<file path="config.mk">
export PLATFORM = sky130hd
export DESIGN_NAME = pktgen_top
export DESIGN_NICKNAME = d
export VERILOG_FILES = /design/src/logic/pktgen_pkg.sv /design/src/logic/frame_sequencer.sv /design/src/logic/payload_source.sv /design/src/logic/pktgen_csr.sv /design/src/logic/pktgen_top.sv /design/src/logic/prbs23_lane.sv /design/src/logic/tx_beat_assembler.sv
export VERILOG_INCLUDE_DIRS = /design/src /design/src/logic
export SDC_FILE = /design/constraint.sdc
export NUM_CORES = 1
export LEC_CHECK = 0
export BUFFER_PORTS_ARGS = -buffer_cell sky130_fd_sc_hd__buf_2
export CAP_MARGIN = 20
export CORE_UTILIZATION = 50
export CTS_BUF_LIST = sky130_fd_sc_hd__clkbuf_4 sky130_fd_sc_hd__clkbuf_8
export DETAILED_ROUTE_END_ITERATION = 10
export PLACE_DENSITY = 0.67
export SLEW_MARGIN = 20
export SYNTH_ARGS = -nofsm -noshare
export SYNTH_HDL_FRONTEND = slang
export SYNTH_SLANG_ARGS = --single-unit
</file>
<file path="constraint.sdc">
create_clock -name clk -period 20 [get_ports clk]
set_clock_uncertainty 0.15 [all_clocks]
set_input_delay 4 -clock clk [delete_from_list [all_inputs] [get_ports clk]]
set_output_delay 4 -clock clk [all_outputs]
set_load 0.01 [all_outputs]
</file>
<file path="src/logic/pktgen_defines.svh">
/*
 Register map and sizing constants for the packet generator.
 Included by the package and by every module that needs an address,
 a width or a length limit.
*/
`ifndef PKTGEN_DEFINES_SVH
`define PKTGEN_DEFINES_SVH

// Register port addresses
`define PKTGEN_ADDR_NUMPKTS       8'h00
`define PKTGEN_ADDR_RANDOMLENGTH  8'h01
`define PKTGEN_ADDR_RANDOMPAYLOAD 8'h02
`define PKTGEN_ADDR_START         8'h03
`define PKTGEN_ADDR_STOP          8'h04
`define PKTGEN_ADDR_MACSA0        8'h05
`define PKTGEN_ADDR_MACSA1        8'h06
`define PKTGEN_ADDR_MACDA0        8'h07
`define PKTGEN_ADDR_MACDA1        8'h08
`define PKTGEN_ADDR_TXPKTCNT      8'h09
`define PKTGEN_ADDR_RNDSEED0      8'h0a
`define PKTGEN_ADDR_RNDSEED1      8'h0b
`define PKTGEN_ADDR_RNDSEED2      8'h0c
`define PKTGEN_ADDR_PKTLENGTH     8'h0d

`define PKTGEN_DATA_W        64     // Stream beat width
`define PKTGEN_REG_W         32     // Register port width
`define PKTGEN_SEED_W        92     // Four 23-bit PRBS lanes

`define PKTGEN_HDR_BYTES     24     // Header overhead taken off the fixed length
`define PKTGEN_MAX_LEN       9600   // Largest fixed length before clamping
`define PKTGEN_CLAMP_PAYLOAD 9576   // Payload used above that
`define PKTGEN_RAND_MOD      1495   // Modulus for random lengths
`define PKTGEN_SEQ_BYTES     2      // Sequence number counts in the length field

// Non-zero seeds so the PRBS runs without a seed write
`define PKTGEN_SEED0_RST 32'h5EED_0000
`define PKTGEN_SEED1_RST 32'h5EED_0001
`define PKTGEN_SEED2_RST 28'h002_5EED

`endif

</file>
<file path="src/logic/pktgen_pkg.sv">
/*
 Types shared by the packet generator blocks.
 Holds the frame state enum and the structs that carry the
 configuration, the frame control and the payload between modules.
*/
`include "pktgen_defines.svh"

package pktgen_pkg;

   // Beat the assembler produces next
   typedef enum logic [2:0] {
      idle        = 3'd0,
      dest_src    = 3'd1,   // DA and top of SA
      src_len_seq = 3'd2,   // Rest of SA, length, sequence
      data        = 3'd3,   // Payload beats
      gap         = 3'd4    // One idle cycle between frames
   } gen_state_e;

   // Register contents seen by the datapath
   typedef struct packed {
      logic [`PKTGEN_REG_W-1:0]  number_packet;
      logic                      random_length;
      logic                      random_payload;
      logic [13:0]               pkt_length;
      logic                      stop;
      logic [47:0]               mac_da;
      logic [47:0]               mac_sa;
      logic [`PKTGEN_SEED_W-1:0] seed;
   } gen_cfg_t;

   // Sequencer to assembler
   typedef struct packed {
      gen_state_e  next_state;
      logic [15:0] payload_len;
      logic [15:0] seq_num;
      logic        last_beat;   // Current data beat ends the frame
   } frame_ctl_t;

   typedef struct packed {
      logic [`PKTGEN_DATA_W-1:0] word;
      logic [10:0]               rand_len_bits;
   } payload_t;

endpackage

</file>
<file path="src/logic/frame_sequencer.sv">
/*
 Frame state machine of the generator.
 Walks each frame through two header beats, the payload beats and a
 one-cycle gap, picks the payload length between frames, and keeps the
 sequence number and the transmitted-packet count. Everything except the
 idle start holds while tx_ready is low.
*/
`timescale 1ns/1ps
`include "pktgen_defines.svh"

module frame_sequencer (
   input  logic                     clk,
   input  logic                     reset,
   input  pktgen_pkg::gen_cfg_t     cfg,
   input  logic                     start,
   input  logic                     tx_ready,
   input  pktgen_pkg::payload_t     pay,
   output pktgen_pkg::frame_ctl_t   ctl,
   output logic                     load,
   output logic                     advance,
   output logic [`PKTGEN_REG_W-1:0] packet_tx_count
);

   import pktgen_pkg::*;

   gen_state_e  state;
   logic [15:0] payload_len;   // Length of the frame in flight
   logic [15:0] sel_len;       // Candidate for the next frame
   logic [15:0] seq_num;
   logic [15:0] bytes_left;    // Includes the current data beat
   logic        last_beat;

   // ------------------------------------------------------------------------
   // Length selection
   // ------------------------------------------------------------------------
   always_comb begin
      if (cfg.random_length) begin
         sel_len = 16'(pay.rand_len_bits % `PKTGEN_RAND_MOD);
      end else if (cfg.pkt_length < 14'(`PKTGEN_HDR_BYTES)) begin
         sel_len = '0;                                   // Header only
      end else if (cfg.pkt_length > 14'(`PKTGEN_MAX_LEN)) begin
         sel_len = 16'(`PKTGEN_CLAMP_PAYLOAD);
      end else begin
         sel_len = 16'(cfg.pkt_length) - 16'(`PKTGEN_HDR_BYTES);
      end
   end

   // ------------------------------------------------------------------------
   // State machine and counters
   // ------------------------------------------------------------------------
   always_ff @(posedge clk or posedge reset) begin
      if (reset) begin
         state           <= idle;
         payload_len     <= '0;
         seq_num         <= '0;
         bytes_left      <= '0;
         last_beat       <= 1'b0;
         packet_tx_count <= '0;
      end else if (state == idle) begin
         payload_len <= sel_len;
         if (start) begin
            state           <= dest_src;
            seq_num         <= '0;
            packet_tx_count <= '0;
         end
      end else if (tx_ready) begin
         case (state)
            dest_src: state <= src_len_seq;
            src_len_seq: begin
               packet_tx_count <= packet_tx_count + 32'd1;
               bytes_left      <= payload_len;
               last_beat       <= (payload_len <= 16'd8);
               state           <= (payload_len == '0) ? gap : data;   // Empty frame ends here
            end
            data: begin
               bytes_left <= bytes_left - 16'd8;
               last_beat  <= (bytes_left <= 16'd16);
               if (last_beat) state <= gap;
            end
            gap: begin
               payload_len <= sel_len;
               seq_num     <= seq_num + 16'd1;
               if (cfg.stop || packet_tx_count == cfg.number_packet) state <= idle;
               else state <= dest_src;
            end
            default: state <= idle;
         endcase
      end
   end

   assign load    = (state == idle);               // Lanes sit on the seed
   assign advance = (state == data) & tx_ready;    // One word per data beat

   assign ctl.next_state  = state;
   assign ctl.payload_len = payload_len;
   assign ctl.seq_num     = seq_num;
   assign ctl.last_beat   = last_beat;

endmodule

</file>
<file path="src/logic/payload_source.sv">
/*
 Payload word source.
 Four PRBS lanes form a 92-bit random vector, next to a byte counting
 pattern. cfg picks which one feeds the data beats. Both restart on
 load and step once per accepted data beat.
*/
`timescale 1ns/1ps
`include "pktgen_defines.svh"

module payload_source (
   input  logic                 clk,
   input  logic                 reset,
   input  pktgen_pkg::gen_cfg_t cfg,
   input  logic                 load,      // Held in idle
   input  logic                 advance,   // Data beat taken
   output pktgen_pkg::payload_t pay
);

   logic [`PKTGEN_SEED_W-1:0] lanes;     // Concatenated lane states
   logic [`PKTGEN_DATA_W-1:0] pattern;   // Incrementing bytes

   for (genvar g = 0; g < 4; g++) begin : g_lane
      prbs23_lane u_lane (
         .clk     (clk),
         .reset   (reset),
         .load    (load),
         .advance (advance),
         .seed    (cfg.seed[23*g +: 23]),
         .state   (lanes[23*g +: 23])
      );
   end

   // Every byte steps by 8, so F8..FF rolls over to 00..07 by itself
   always_ff @(posedge clk or posedge reset) begin
      if (reset) begin
         pattern <= 64'h0001_0203_0405_0607;
      end else if (load) begin
         pattern <= 64'h0001_0203_0405_0607;
      end else if (advance) begin
         for (int b = 0; b < 8; b++) begin
            pattern[8*b +: 8] <= pattern[8*b +: 8] + 8'h08;
         end
      end
   end

   assign pay.word          = cfg.random_payload ? lanes[63:0] : pattern;
   assign pay.rand_len_bits = lanes[74:64];   // Length draw for the next frame

endmodule

</file>
<file path="src/logic/pktgen_csr.sv">
/*
 Register bank of the packet generator.
 Decodes host accesses on the 32-bit register port, raises waitrequest
 for the first cycle of each access, registers readback data and
 forms the one-cycle start pulse. All settings leave as one cfg struct.
*/
`timescale 1ns/1ps
`include "pktgen_defines.svh"

module pktgen_csr (
   input  logic                     clk,
   input  logic                     reset,
   input  logic [7:0]               address,
   input  logic                     write,
   input  logic                     read,
   input  logic [`PKTGEN_REG_W-1:0] writedata,
   output logic [`PKTGEN_REG_W-1:0] readdata,
   output logic                     waitrequest,
   input  logic [`PKTGEN_REG_W-1:0] packet_tx_count,
   output pktgen_pkg::gen_cfg_t     cfg,
   output logic                     start
);

   logic wr_d;      // Strobes one cycle late
   logic rd_d;
   logic wr_edge;   // First cycle of a write
   logic rd_edge;

   // ------------------------------------------------------------------------
   // Access detection
   // ------------------------------------------------------------------------
   always_ff @(posedge clk or posedge reset) begin
      if (reset) begin
         wr_d <= 1'b0;
         rd_d <= 1'b0;
      end else begin
         wr_d <= write;
         rd_d <= read;
      end
   end

   assign wr_edge     = write & ~wr_d;
   assign rd_edge     = read & ~rd_d;
   assign waitrequest = wr_edge | rd_edge;   // Drops in the second cycle

   // ------------------------------------------------------------------------
   // Register writes
   // ------------------------------------------------------------------------
   always_ff @(posedge clk or posedge reset) begin
      if (reset) begin
         cfg      <= '0;
         cfg.seed <= {`PKTGEN_SEED2_RST, `PKTGEN_SEED1_RST, `PKTGEN_SEED0_RST};
         start    <= 1'b0;
      end else begin
         start <= 1'b0;                                     // Pulse only
         if (wr_edge) begin
            case (address)
               `PKTGEN_ADDR_NUMPKTS:       cfg.number_packet  <= writedata;
               `PKTGEN_ADDR_RANDOMLENGTH:  cfg.random_length  <= writedata[0];
               `PKTGEN_ADDR_RANDOMPAYLOAD: cfg.random_payload <= writedata[0];
               `PKTGEN_ADDR_START:         start              <= writedata[0];
               `PKTGEN_ADDR_STOP:          cfg.stop           <= writedata[0];
               `PKTGEN_ADDR_MACSA0:        cfg.mac_sa[31:0]   <= writedata;
               `PKTGEN_ADDR_MACSA1:        cfg.mac_sa[47:32]  <= writedata[15:0];
               `PKTGEN_ADDR_MACDA0:        cfg.mac_da[31:0]   <= writedata;
               `PKTGEN_ADDR_MACDA1:        cfg.mac_da[47:32]  <= writedata[15:0];
               `PKTGEN_ADDR_RNDSEED0:      cfg.seed[31:0]     <= writedata;
               `PKTGEN_ADDR_RNDSEED1:      cfg.seed[63:32]    <= writedata;
               `PKTGEN_ADDR_RNDSEED2:      cfg.seed[91:64]    <= writedata[27:0];
               `PKTGEN_ADDR_PKTLENGTH:     cfg.pkt_length     <= writedata[13:0];
               default: ;                                   // Counter is read only
            endcase
         end
      end
   end

   // ------------------------------------------------------------------------
   // Readback, captured in the first cycle of a read
   // ------------------------------------------------------------------------
   always_ff @(posedge clk or posedge reset) begin
      if (reset) begin
         readdata <= '0;
      end else if (rd_edge) begin
         case (address)
            `PKTGEN_ADDR_NUMPKTS:       readdata <= cfg.number_packet;
            `PKTGEN_ADDR_RANDOMLENGTH:  readdata <= {31'd0, cfg.random_length};
            `PKTGEN_ADDR_RANDOMPAYLOAD: readdata <= {31'd0, cfg.random_payload};
            `PKTGEN_ADDR_START:         readdata <= {31'd0, start};
            `PKTGEN_ADDR_STOP:          readdata <= {31'd0, cfg.stop};
            `PKTGEN_ADDR_MACSA0:        readdata <= cfg.mac_sa[31:0];
            `PKTGEN_ADDR_MACSA1:        readdata <= {16'd0, cfg.mac_sa[47:32]};
            `PKTGEN_ADDR_MACDA0:        readdata <= cfg.mac_da[31:0];
            `PKTGEN_ADDR_MACDA1:        readdata <= {16'd0, cfg.mac_da[47:32]};
            `PKTGEN_ADDR_TXPKTCNT:      readdata <= packet_tx_count;
            `PKTGEN_ADDR_RNDSEED0:      readdata <= cfg.seed[31:0];
            `PKTGEN_ADDR_RNDSEED1:      readdata <= cfg.seed[63:32];
            `PKTGEN_ADDR_RNDSEED2:      readdata <= {4'd0, cfg.seed[91:64]};
            `PKTGEN_ADDR_PKTLENGTH:     readdata <= {18'd0, cfg.pkt_length};
            default:                    readdata <= '0;
         endcase
      end
   end

endmodule

</file>
<file path="src/logic/pktgen_top.sv">
/*
 Top of the packet generator.
 Register bank, frame sequencer, payload source and beat assembler,
 wired between the host register port and the 64-bit stream.
*/
`timescale 1ns/1ps
`include "pktgen_defines.svh"

module pktgen_top (
   input  logic                      clk,
   input  logic                      reset,
   input  logic [7:0]                address,
   input  logic                      write,
   input  logic                      read,
   input  logic [`PKTGEN_REG_W-1:0]  writedata,
   output logic [`PKTGEN_REG_W-1:0]  readdata,
   output logic                      waitrequest,
   input  logic                      tx_ready,
   output logic [`PKTGEN_DATA_W-1:0] tx_data,
   output logic                      tx_valid,
   output logic                      tx_sop,
   output logic                      tx_eop,
   output logic [2:0]                tx_empty
);

   import pktgen_pkg::*;

   gen_cfg_t                 cfg;
   frame_ctl_t               ctl;
   payload_t                 pay;
   logic                     start;             // One-cycle run trigger
   logic                     load;
   logic                     advance;
   logic [`PKTGEN_REG_W-1:0] packet_tx_count;

   pktgen_csr u_csr (
      .clk, .reset, .address, .write, .read, .writedata, .readdata,
      .waitrequest, .packet_tx_count, .cfg, .start
   );

   frame_sequencer u_seq (
      .clk, .reset, .cfg, .start, .tx_ready, .pay, .ctl, .load, .advance,
      .packet_tx_count
   );

   payload_source u_src (.clk, .reset, .cfg, .load, .advance, .pay);

   tx_beat_assembler u_asm (
      .clk, .reset, .tx_ready, .ctl, .pay, .cfg,
      .tx_data, .tx_valid, .tx_sop, .tx_eop, .tx_empty
   );

endmodule

</file>
<file path="src/logic/prbs23_lane.sv">
/*
 One lane of the payload PRBS, polynomial x^23 + x^18 + 1.
 Each advance jumps 23 single-bit shifts so a lane yields 23 fresh bits
 per step. Load takes the seed and has priority over advance.
*/
`timescale 1ns/1ps

module prbs23_lane (
   input  logic        clk,
   input  logic        reset,
   input  logic        load,
   input  logic        advance,
   input  logic [22:0] seed,
   output logic [22:0] state
);

   logic [22:0] stepped;   // State after 23 shifts

   // Shift toward the LSB, feedback into the MSB
   always_comb begin
      stepped = state;
      for (int i = 0; i < 23; i++) begin
         stepped = {stepped[18] ^ stepped[0], stepped[22:1]};
      end
   end

   always_ff @(posedge clk or posedge reset) begin
      if (reset) begin
         state <= '0;
      end else if (load) begin
         state <= seed;
      end else if (advance) begin
         state <= stepped;
      end
   end

endmodule

</file>
<file path="src/logic/tx_beat_assembler.sv">
/*
 Stream output stage.
 Turns the sequencer's beat selection into registered tx_* signals with
 the header fields or the payload word. All outputs advance only on
 tx_ready, so a stalled beat stays on the bus.
*/
`timescale 1ns/1ps
`include "pktgen_defines.svh"

module tx_beat_assembler (
   input  logic                      clk,
   input  logic                      reset,
   input  logic                      tx_ready,
   input  pktgen_pkg::frame_ctl_t    ctl,
   input  pktgen_pkg::payload_t      pay,
   input  pktgen_pkg::gen_cfg_t      cfg,
   output logic [`PKTGEN_DATA_W-1:0] tx_data,
   output logic                      tx_valid,
   output logic                      tx_sop,
   output logic                      tx_eop,
   output logic [2:0]                tx_empty
);

   import pktgen_pkg::*;

   logic [2:0] last_empty;   // Unused bytes in the closing beat

   assign last_empty = 3'(4'd8 - {1'b0, ctl.payload_len[2:0]});

   // ------------------------------------------------------------------------
   // Control outputs
   // ------------------------------------------------------------------------
   always_ff @(posedge clk or posedge reset) begin
      if (reset) begin
         tx_valid <= 1'b0;
         tx_sop   <= 1'b0;
         tx_eop   <= 1'b0;
         tx_empty <= '0;
      end else if (tx_ready) begin
         tx_valid <= ctl.next_state inside {dest_src, src_len_seq, data};
         tx_sop   <= (ctl.next_state == dest_src);
         tx_eop   <= 1'b0;
         tx_empty <= '0;
         if (ctl.next_state == src_len_seq && ctl.payload_len == '0) begin
            tx_eop <= 1'b1;                      // Header only, full beat
         end
         if (ctl.next_state == data && ctl.last_beat) begin
            tx_eop   <= 1'b1;
            tx_empty <= last_empty;
         end
      end
   end

   // Beat contents, held through idle and gap
   always_ff @(posedge clk) begin
      if (tx_ready) begin
         case (ctl.next_state)
            dest_src:    tx_data <= {cfg.mac_da, cfg.mac_sa[47:32]};
            src_len_seq: tx_data <= {cfg.mac_sa[31:0],
                                     ctl.payload_len + 16'(`PKTGEN_SEQ_BYTES),
                                     ctl.seq_num};
            data:        tx_data <= pay.word;
            default: ;
         endcase
      end
   end

endmodule

</file>
* Yosys cells after proc, flatten, opt, wreduce, memory -nomap -nowiden
Index checks and enable logic that the tools add are counted.
Storage, ports and cells: bits in registers 582, input port bits 45, output and inout bits 103, word-level logic and storage cells 241
Cells by class: $add $sub $neg 14, divide/modulo/power cells 1, order comparisons 4, eq/ne operators 20, muxes and demuxes 41, bitwise logic cells 99, reductions and logical operators 30
Operators with widths (number):
- case mux 32 bit (14 select lines) | 1
- 2-to-1 mux 64 bit | 3
- case mux 64 bit (3 select lines) | 1
- 2-to-1 mux 23 bit | 8
- 2-to-1 mux 16 bit | 10
- 2-to-1 mux 32 bit | 4
- bitwise XOR 1 bit | 92
- adder 8 x 4 -> 8 bit, second input constant | 8
- equality test 8 x 4 -> 1 bit, second input constant | 6
- adder 32 x 1 -> 32 bit, second input constant | 1
- equality test 32 bit | 1
- equality test 8 x 3 -> 1 bit, second input constant | 4
- modulo 11 x 11 -> 32 bit, second input constant | 1
- case mux 16 bit (2 select lines) | 1
- AND reduction 2 bit | 14
- 2-to-1 mux 3 bit | 6
- adder 16 x 1 -> 16 bit, second input constant | 1
- adder 16 x 2 -> 16 bit, second input constant | 1
- equality test 8 x 2 -> 1 bit, second input constant | 2
- <= comparator 16 x 4 -> 1 bit, second input constant | 1
- <= comparator 16 x 5 -> 1 bit, second input constant | 1
- logical NOT 16 bit | 1
- subtractor 16 x 4 -> 16 bit, second input constant | 1
- subtractor 14 x 5 -> 15 bit, second input constant | 1
- other kinds (22) | 39

* Logic depth before layout (Yosys ltp)
Gate-level depths: netlist of run 1.
word-level depth 7, mapped depth 8, gate-level depth less buffers 7

* Hierarchy
From an unflattened synthesis of run 1, not the netlist that was laid out.
Unflattened totals: cell total of the unflattened synthesis 2781, area total of the unflattened synthesis 29962.5 um2
By module, submodules not included:
- pktgen_csr | times used 1, cells an instance 984, area an instance 12652.1 um2, sequential area each 6850.3 um2
- prbs23_lane | times used 4, cells an instance 145, area an instance 1386.3 um2, sequential area each 575.6 um2
- frame_sequencer | times used 1, cells an instance 589, area an instance 5243.8 um2, sequential area each 2102.0 um2
- tx_beat_assembler | times used 1, cells an instance 361, area an instance 3798.6 um2, sequential area each 2072.0 um2
- payload_source | times used 1, cells an instance 267, area an instance 2722.6 um2, sequential area each 1027.2 um2

* Worst setup path before layout of run 1
Ideal clock, no wire load.
kind input-to-reg, from in tx_ready, to reg u_asm.tx_data[0], enable pin, library setup time 0.567 ns, arrival 8.718 ns, required time 19.283 ns, slack 10.565 ns, cell stages on the path 3, buffers on the path 1, path through inv_1 -> clkbuf_1 -> nor3_1
On the way: cells in the longest elaborated chain, start to end 1
Ends and longest elaborated chain:
- start: declaration | RTL line pktgen_top.sv:18 | input logic tx_ready,
- AND reduction 2 bit (no line)
- end signal: assignment | RTL line tx_beat_assembler.sv:58 | dest_src: tx_data <= {cfg.mac_da, cfg.mac_sa[47:32]};
- end signal: assignment | RTL line tx_beat_assembler.sv:59 | src_len_seq: tx_data <= {cfg.mac_sa[31:0],
- end signal: assignment | RTL line tx_beat_assembler.sv:62 | data: tx_data <= pay.word;
- end: declaration | RTL line tx_beat_assembler.sv:17 | output logic [`PKTGEN_DATA_W-1:0] tx_data,
No other way between the ends. A chain may end at the register's enable or synchronous reset.

* Final worst setup path of run 1
from in read, to out waitrequest
On the way: cells in the longest elaborated chain, start to end 2
Ends and longest elaborated chain:
- start: declaration | RTL line pktgen_top.sv:14 | input logic read,
- bitwise AND 1 bit | RTL line pktgen_csr.sv:43 | assign rd_edge = read & ~rd_d;
- bitwise OR 1 bit | RTL line pktgen_csr.sv:44 | assign waitrequest = wr_edge | rd_edge;
- end: declaration | RTL line pktgen_top.sv:17 | output logic waitrequest,
No other way between the ends.

==> impl_metrics.tcl, run 1 <==
set metrics [dict create \
    switching_share 0.398 \
    critPathMaxStageDelay_ns 0.52 \
    drt_iter0_markers 3148 \
    routedWlPerCell_um 30.1 \
    cts.sinks 559 \
    track_usage 0.375 \
    r2r_start "u_seq.state[0]" \
    peakVddDrop_mv 0.0880 \
    ys.flop_type "dfrtp_1" \
    cts_buffers 94 \
    cts_repair_resize_count 0 \
    ys_async_sr_fraction 0.886 \
    yosys.area.top_type "dfrtp_1" \
    grt_pass1_wl_um 155000 \
    numPlacedInstances 3416 \
    maxSlewViolCount 0 \
    ys_seq_elements 559 \
    finalCritPeriodShare 0.455 \
    final_layout_size_suffix_gt1_frac 0.228 \
    rr_worst_depth 6 \
    maxCapViolCount 0 \
    coreArea_um2 56400 \
    worst_hold_path.endpoint "u_asm.tx_eop" \
    setup_viol 0 \
    fin_util 0.565 \
    worst_setup_path_end_kind "primary output" \
    multi_input_area_um2 13300 \
    overflow 0 \
    drc_errors 0 \
    ys_seq_area_frac 0.503 \
    drt_pre_antenna_iters 6 \
    register_area_um2 14400 \
    powerDensity_nw_per_um2 125 \
    status "finished clean" \
    cts_tree "built" \
    crit_top_cell "buf_2" \
    critical-path-slowest-cell "buf_4" \
    grt_max_degree 152 \
    critPathLaunchType "input pin" \
    drtAntennaViolNets 0 \
    clkPwrFrac 0.279 \
    vias_per_cell 6.53 \
    antenna_found_initial 4 \
    routed_wl_um 108000 \
    max_freq_mhz 110 \
    yosysUniqueCellTypes 83 \
    r2r_setup_slack_ns 16.45 \
    synth_top_cells_by_area "dfrtp_1 (40%), mux2_2 (8.8%), edfxtp_1 (6.7%)" \
    min_period_ns 9.11 \
    slew_headroom 0.277 \
    hold_buffers 0 \
    p_seq_frac 0.402 \
    fp.dieW_um 241 \
    grt_pass1_vias 22259 \
    fp.dieArea_um2 58000 \
    yosysMostFrequentCell "dfrtp_1" \
    syn_avg_cell_area_um2 10.7 \
    syn_nets 2723 \
    syn_area_um2 28500 \
    start_util 0.506 \
    synthToLayoutAreaGrowth_pct 11.7 \
    io_buffer_count 147 \
    synth_edf_count 64 \
    vias 23479 \
    fin_cells 3596 \
    cts.clk_slew.worst_paths_ns 0.06 \
    gp_congestion 0.990 \
    cp_max_fo 41 \
    die_y_um 241 \
    crit_type "in2out" \
    required_ns 15.85 \
    worstReg2RegEnd "u_src.g_lane[1].u_lane.state[16]" \
    hold_viol_final 0 \
    p_int_uw 2390 \
    path_cells "buf_2 > nand2b_2 > buf_4 > nand2b_1 > buf_2" \
    clockBufferDepth 3 \
    worstHoldPathCells 1 \
    p_sw_uw 1590 \
    cts_root_buffer "clkbuf_8" \
    worstHoldStart "u_asm.tx_eop" \
    post_cts_buffers 0 \
    hpwlAfterDp_um 76200 \
    critical-path-top-delay-family "buffers and inverters" \
    clock_latency_ns 0.70 \
    fillCellCount 4913 \
    fin_nets 2817 \
    combPwrFrac 0.320 \
    critPathBufInv 3 \
    arrival_ns 4.96 \
    rows 87 \
    synth_warnings 0 \
    netlist_top_cells_count "dfrtp_1 (459), nand2_1 (244), mux2_2 (224)" \
    io_pins 148 \
    setup_tns_ns 0 \
    syn_inst 2663 \
    rsz0062_at_grt "false" \
    synth_top_area_frac 0.403 \
    worst_pin_slew_ns 1.08 \
    p_leak_uw 0.0142 \
    hold_class "reg2reg" \
    h-tree-depth 3 \
]
-- kinds of logic (layout without fill, tap and decap cells) --
| group | count (synthesis) | count (layout) | share of synthesized area |
|---|---|---|---|
| buffers and inverters | 227 | 398 | 0.0323 |
| DFF | 559 | 559 | 0.503 |
| muxes | 344 | 344 | 0.134 |
| and+or+nand+nor | 742 | 742 | 0.128 |
| other | 0 | 6 | 0 |
| AOI/OAI and AO/OA | 575 | 575 | 0.134 |
| xor gates and xnor gates | 201 | 201 | 0.0622 |
| adders and majority gates | 15 | 15 | 0.00658 |
-- layout make-up --
class / instances / share of cell area
sequential: 559 / 0.451
inverter: 38 / 0.00471
antenna: 6 / 0.000471
clock inverter: 40 / 0.0107
tap: 756 / 0.0297
multi-input combinational: 1877 / 0.418
clock buffer: 133 / 0.0523
timing repair buffer: 187 / 0.0333
-- layer usage --
layer  share of wire  wire length (µm)  track usage
met3           0.093             10000       0.0761
met4           0.069              7510        0.234
met1            0.40             43100        0.496
met5         0.00011                12            0
met2            0.44             47600        0.566
-- power groups by stage --
| stage | clock network [µW] | logic [µW] | registers [µW] |
|---|---|---|---|
| final | 1110 | 1270 | 1600 |
| after global placement | 0 | 1210 | 1600 |
| after detailed placement | 0 | 1240 | 1610 |
| after CTS | 1120 | 1250 | 1590 |
| after global routing | 1160 | 1360 | 1610 |
| after floorplan | 0 | 849 | 1530 |
-- cell usage in the layout (no fill, tap or decap), types with 64 or more instances in the layout --
cell / instances
dfrtp_1: 457
nand2_1: 242
mux2_2: 224
o21ai_0: 188
nor2_1: 159
buf_2: 147
clkbuf_8: 107
xnor2_1: 104
xor2_1: 96
a21oi_1: 87
nand3_1: 80
mux2i_1: 76
edfxtp_1: 64
-- worst register-to-register path, stage by stage, from the launching register on --
cell	delay, ns
dfrtp_4	0.41
buf_4	0.71
and3b_1	0.56
nand2_2	0.24
nand2_2	0.72
o21ai_0	0.29
a221o_1	0.35
-- metrics by stage --
| step | instance area (µm²) | hold slack (ns) | power (µW) | setup WS [ns] |
|---|---|---|---|---|
| after global routing | 31900 | 0.353 | 4140 | 10.84 |
| after global placement | 29800 | 0.310 | 2810 | 10.93 |
| after floorplan | 28500 | 0.310 | 2380 | 2.09 |
| final | 31900 | 0.331 | 3980 | 10.89 |
| after detailed placement | 29800 | 0.319 | 2850 | 10.92 |
| after CTS | 31800 | 0.336 | 3950 | 10.91 |
-- sequential cells by signal, indices dropped and copies added, names as in the netlist, 16 cells and up --
name and count:
u_asm.tx_data 64, u_seq.packet_tx_count 32, u_seq.bytes_left 16, u_seq.seq_num 16, u_csr.readdata 32, u_csr.cfg 237
u_src.g_lane.u_lane.state 92, u_src.pattern 41, u_seq.payload_len 16
-- worst max-delay path by stage --
stage | start | endpoint | slack (ns) | cells past startpoint
6_report | read | waitrequest | 10.89 | 5
5_1_grt | read | waitrequest | 10.84 | 5
4_1_cts | read | waitrequest | 10.91 | 5
3_5_place_dp | read | waitrequest | 10.92 | 5
3_3_place_gp | read | waitrequest | 10.93 | 5
2_1_floorplan | reset | u_asm.tx_empty[0] | 2.09 | 1
Power figures use the tool's default switching activity.
==> run 2, diff against run 1 <==
- clock period: 20 -> 8.8 ns (I/O delays scaled with it)
==> impl_metrics.tcl, run 2 (same netlist as run 1, synthesis figures left out) <==
set metrics [dict create \
    status "finished clean" \
    gp_congestion 1.04 \
    fp.dieW_um 241 \
    cp_max_fo 41 \
    rows 87 \
    finalCritPeriodShare 0.524 \
    grt_max_degree 166 \
    postLayoutCellArea_um2 32000 \
    h-tree-depth 3 \
    io_pins 148 \
    register_area_um2 14400 \
    worst_setup_path_end_kind "primary output" \
    drc_errors 0 \
    synthToLayoutAreaGrowth_pct 12.0 \
    max_freq_mhz 217 \
    fillCellCount 4900 \
    place_area_um2 29800 \
    slew_headroom 0.282 \
    reg_top3 "u_csr.cfg: 237 flops, u_src.g_lane.u_lane.state: 92 flops, u_asm.tx_data: 64 flops" \
    worst_pin_slew_ns 1.08 \
    dp_slack_ns 3.85 \
    grt_pass1_vias 22577 \
    peakVddDrop_mv 0.153 \
    largest_reg_flops 237 \
    critPathLaunchType "input pin" \
    min_period_ns 4.61 \
    regMostFlops "u_csr.cfg" \
    final_common_cell "dfrtp_1" \
    p_leak_uw 0.0143 \
    worstHoldPathCells 1 \
    grt_pass1_wl_um 155000 \
    setup_tns_ns 0 \
    start_util 0.506 \
    drt_pre_antenna_iters 6 \
    maxSlewViolCount 0 \
    clock_latency_ns 0.74 \
    fin_nets 2815 \
    clockBufferDepth 3 \
    powerDensity_nw_per_um2 285 \
    cts.sinks 559 \
    cts.clk_slew.worst_paths_ns 0.06 \
    die_y_um 241 \
    final_layout_size_suffix_gt1_frac 0.234 \
    hold_viol_final 0 \
    arrival_ns 2.70 \
    cts_tree "built" \
    hpwlAfterDp_um 76200 \
    antenna_found_initial 4 \
    io_buffer_count 147 \
    maxCapViolCount 0 \
    drtAntennaViolNets 0 \
    setup_viol 0 \
    post_cts_buffers 0 \
    fin_util 0.567 \
    fp.dieArea_um2 58000 \
    track_usage 0.374 \
    overflow 0 \
    cts_root_buffer "clkbuf_8" \
    cts_buffers 95 \
    vias 23490 \
    routed_wl_um 108000 \
    required_ns 6.89 \
    layout_setup_ws_ns 4.19 \
    rsz0062_at_grt "false" \
    layout_common_cells "dfrtp_1 (457), nand2_1 (242), mux2_2 (224)" \
    drt_iter0_markers 3035 \
    crit_type "in2out" \
    multi_input_area_um2 13300 \
    hold_buffers 0 \
    vias_per_cell 6.54 \
    rr_worst_depth 6 \
    routedWlPerCell_um 30.0 \
    cts_repair_resize_count 0 \
    coreArea_um2 56400 \
    hold_class "reg2reg" \
]
[run 2: cell type report]
class	instances	area share
Multi-Input combinational cell	1877	0.417
Timing Repair Buffer	184	0.0325
Inverter	38	0.00458
Clock inverter	28	0.0105
Antenna cell	2	0.000157
Sequential cell	559	0.449
Clock buffer	149	0.0558
Tap cell	756	0.0296
[run 2: path summary, 6_finish.rpt]
kind                                     from                               to  slack, ns
max                                      read                      waitrequest       4.19
min                        u_csr.readdata[27]               u_csr.readdata[27]       0.33
max reg2reg                    u_seq.state[0]  u_src.g_lane[1].u_lane.state[4]       4.84
min reg2reg                u_csr.readdata[27]               u_csr.readdata[27]       0.33
max in group asynchronous               reset                   u_csr.cfg[213]       5.64
min in group asynchronous               reset                u_src.pattern[13]       0.97
[run 2: through the flow]
step / total power (µW) / std cells / hold slack [ns]
5_1_grt: 9490 / 3591 / 0.345
3_5_place_dp: 6450 / 3414 / 0.315
2_1_floorplan: 5400 / 2663 / 0.310
3_3_place_gp: 6370 / 3414 / 0.307
4_1_cts: 9050 / 3591 / 0.328
6_report: 9110 / 3593 / 0.327
[run 2: worst max-delay path: stages]
cell and delay, ns:
buf_2 0.11, nand2b_2 0.05, buf_4 0.49, nand2b_1 0.10, buf_2 0.16
[run 2: where the power goes]
part,internal (µW),switching (µW),total (µW)
sequential,3080,582,3670
clock,1480,1140,2610
combinational,956,1880,2830
total,5520,3590,9110
[run 2: layer usage]
| layer | vias to the layer above | routed length (µm) | global-route usage |
|---|---|---|---|
| met5 | - | 17 | 0 |
| met2 | 1412 | 47200 | 0.551 |
| li1 | 9941 | - | - |
| met4 | 2 | 8140 | 0.245 |
| met1 | 11795 | 43000 | 0.501 |
| met3 | 340 | 9570 | 0.0769 |
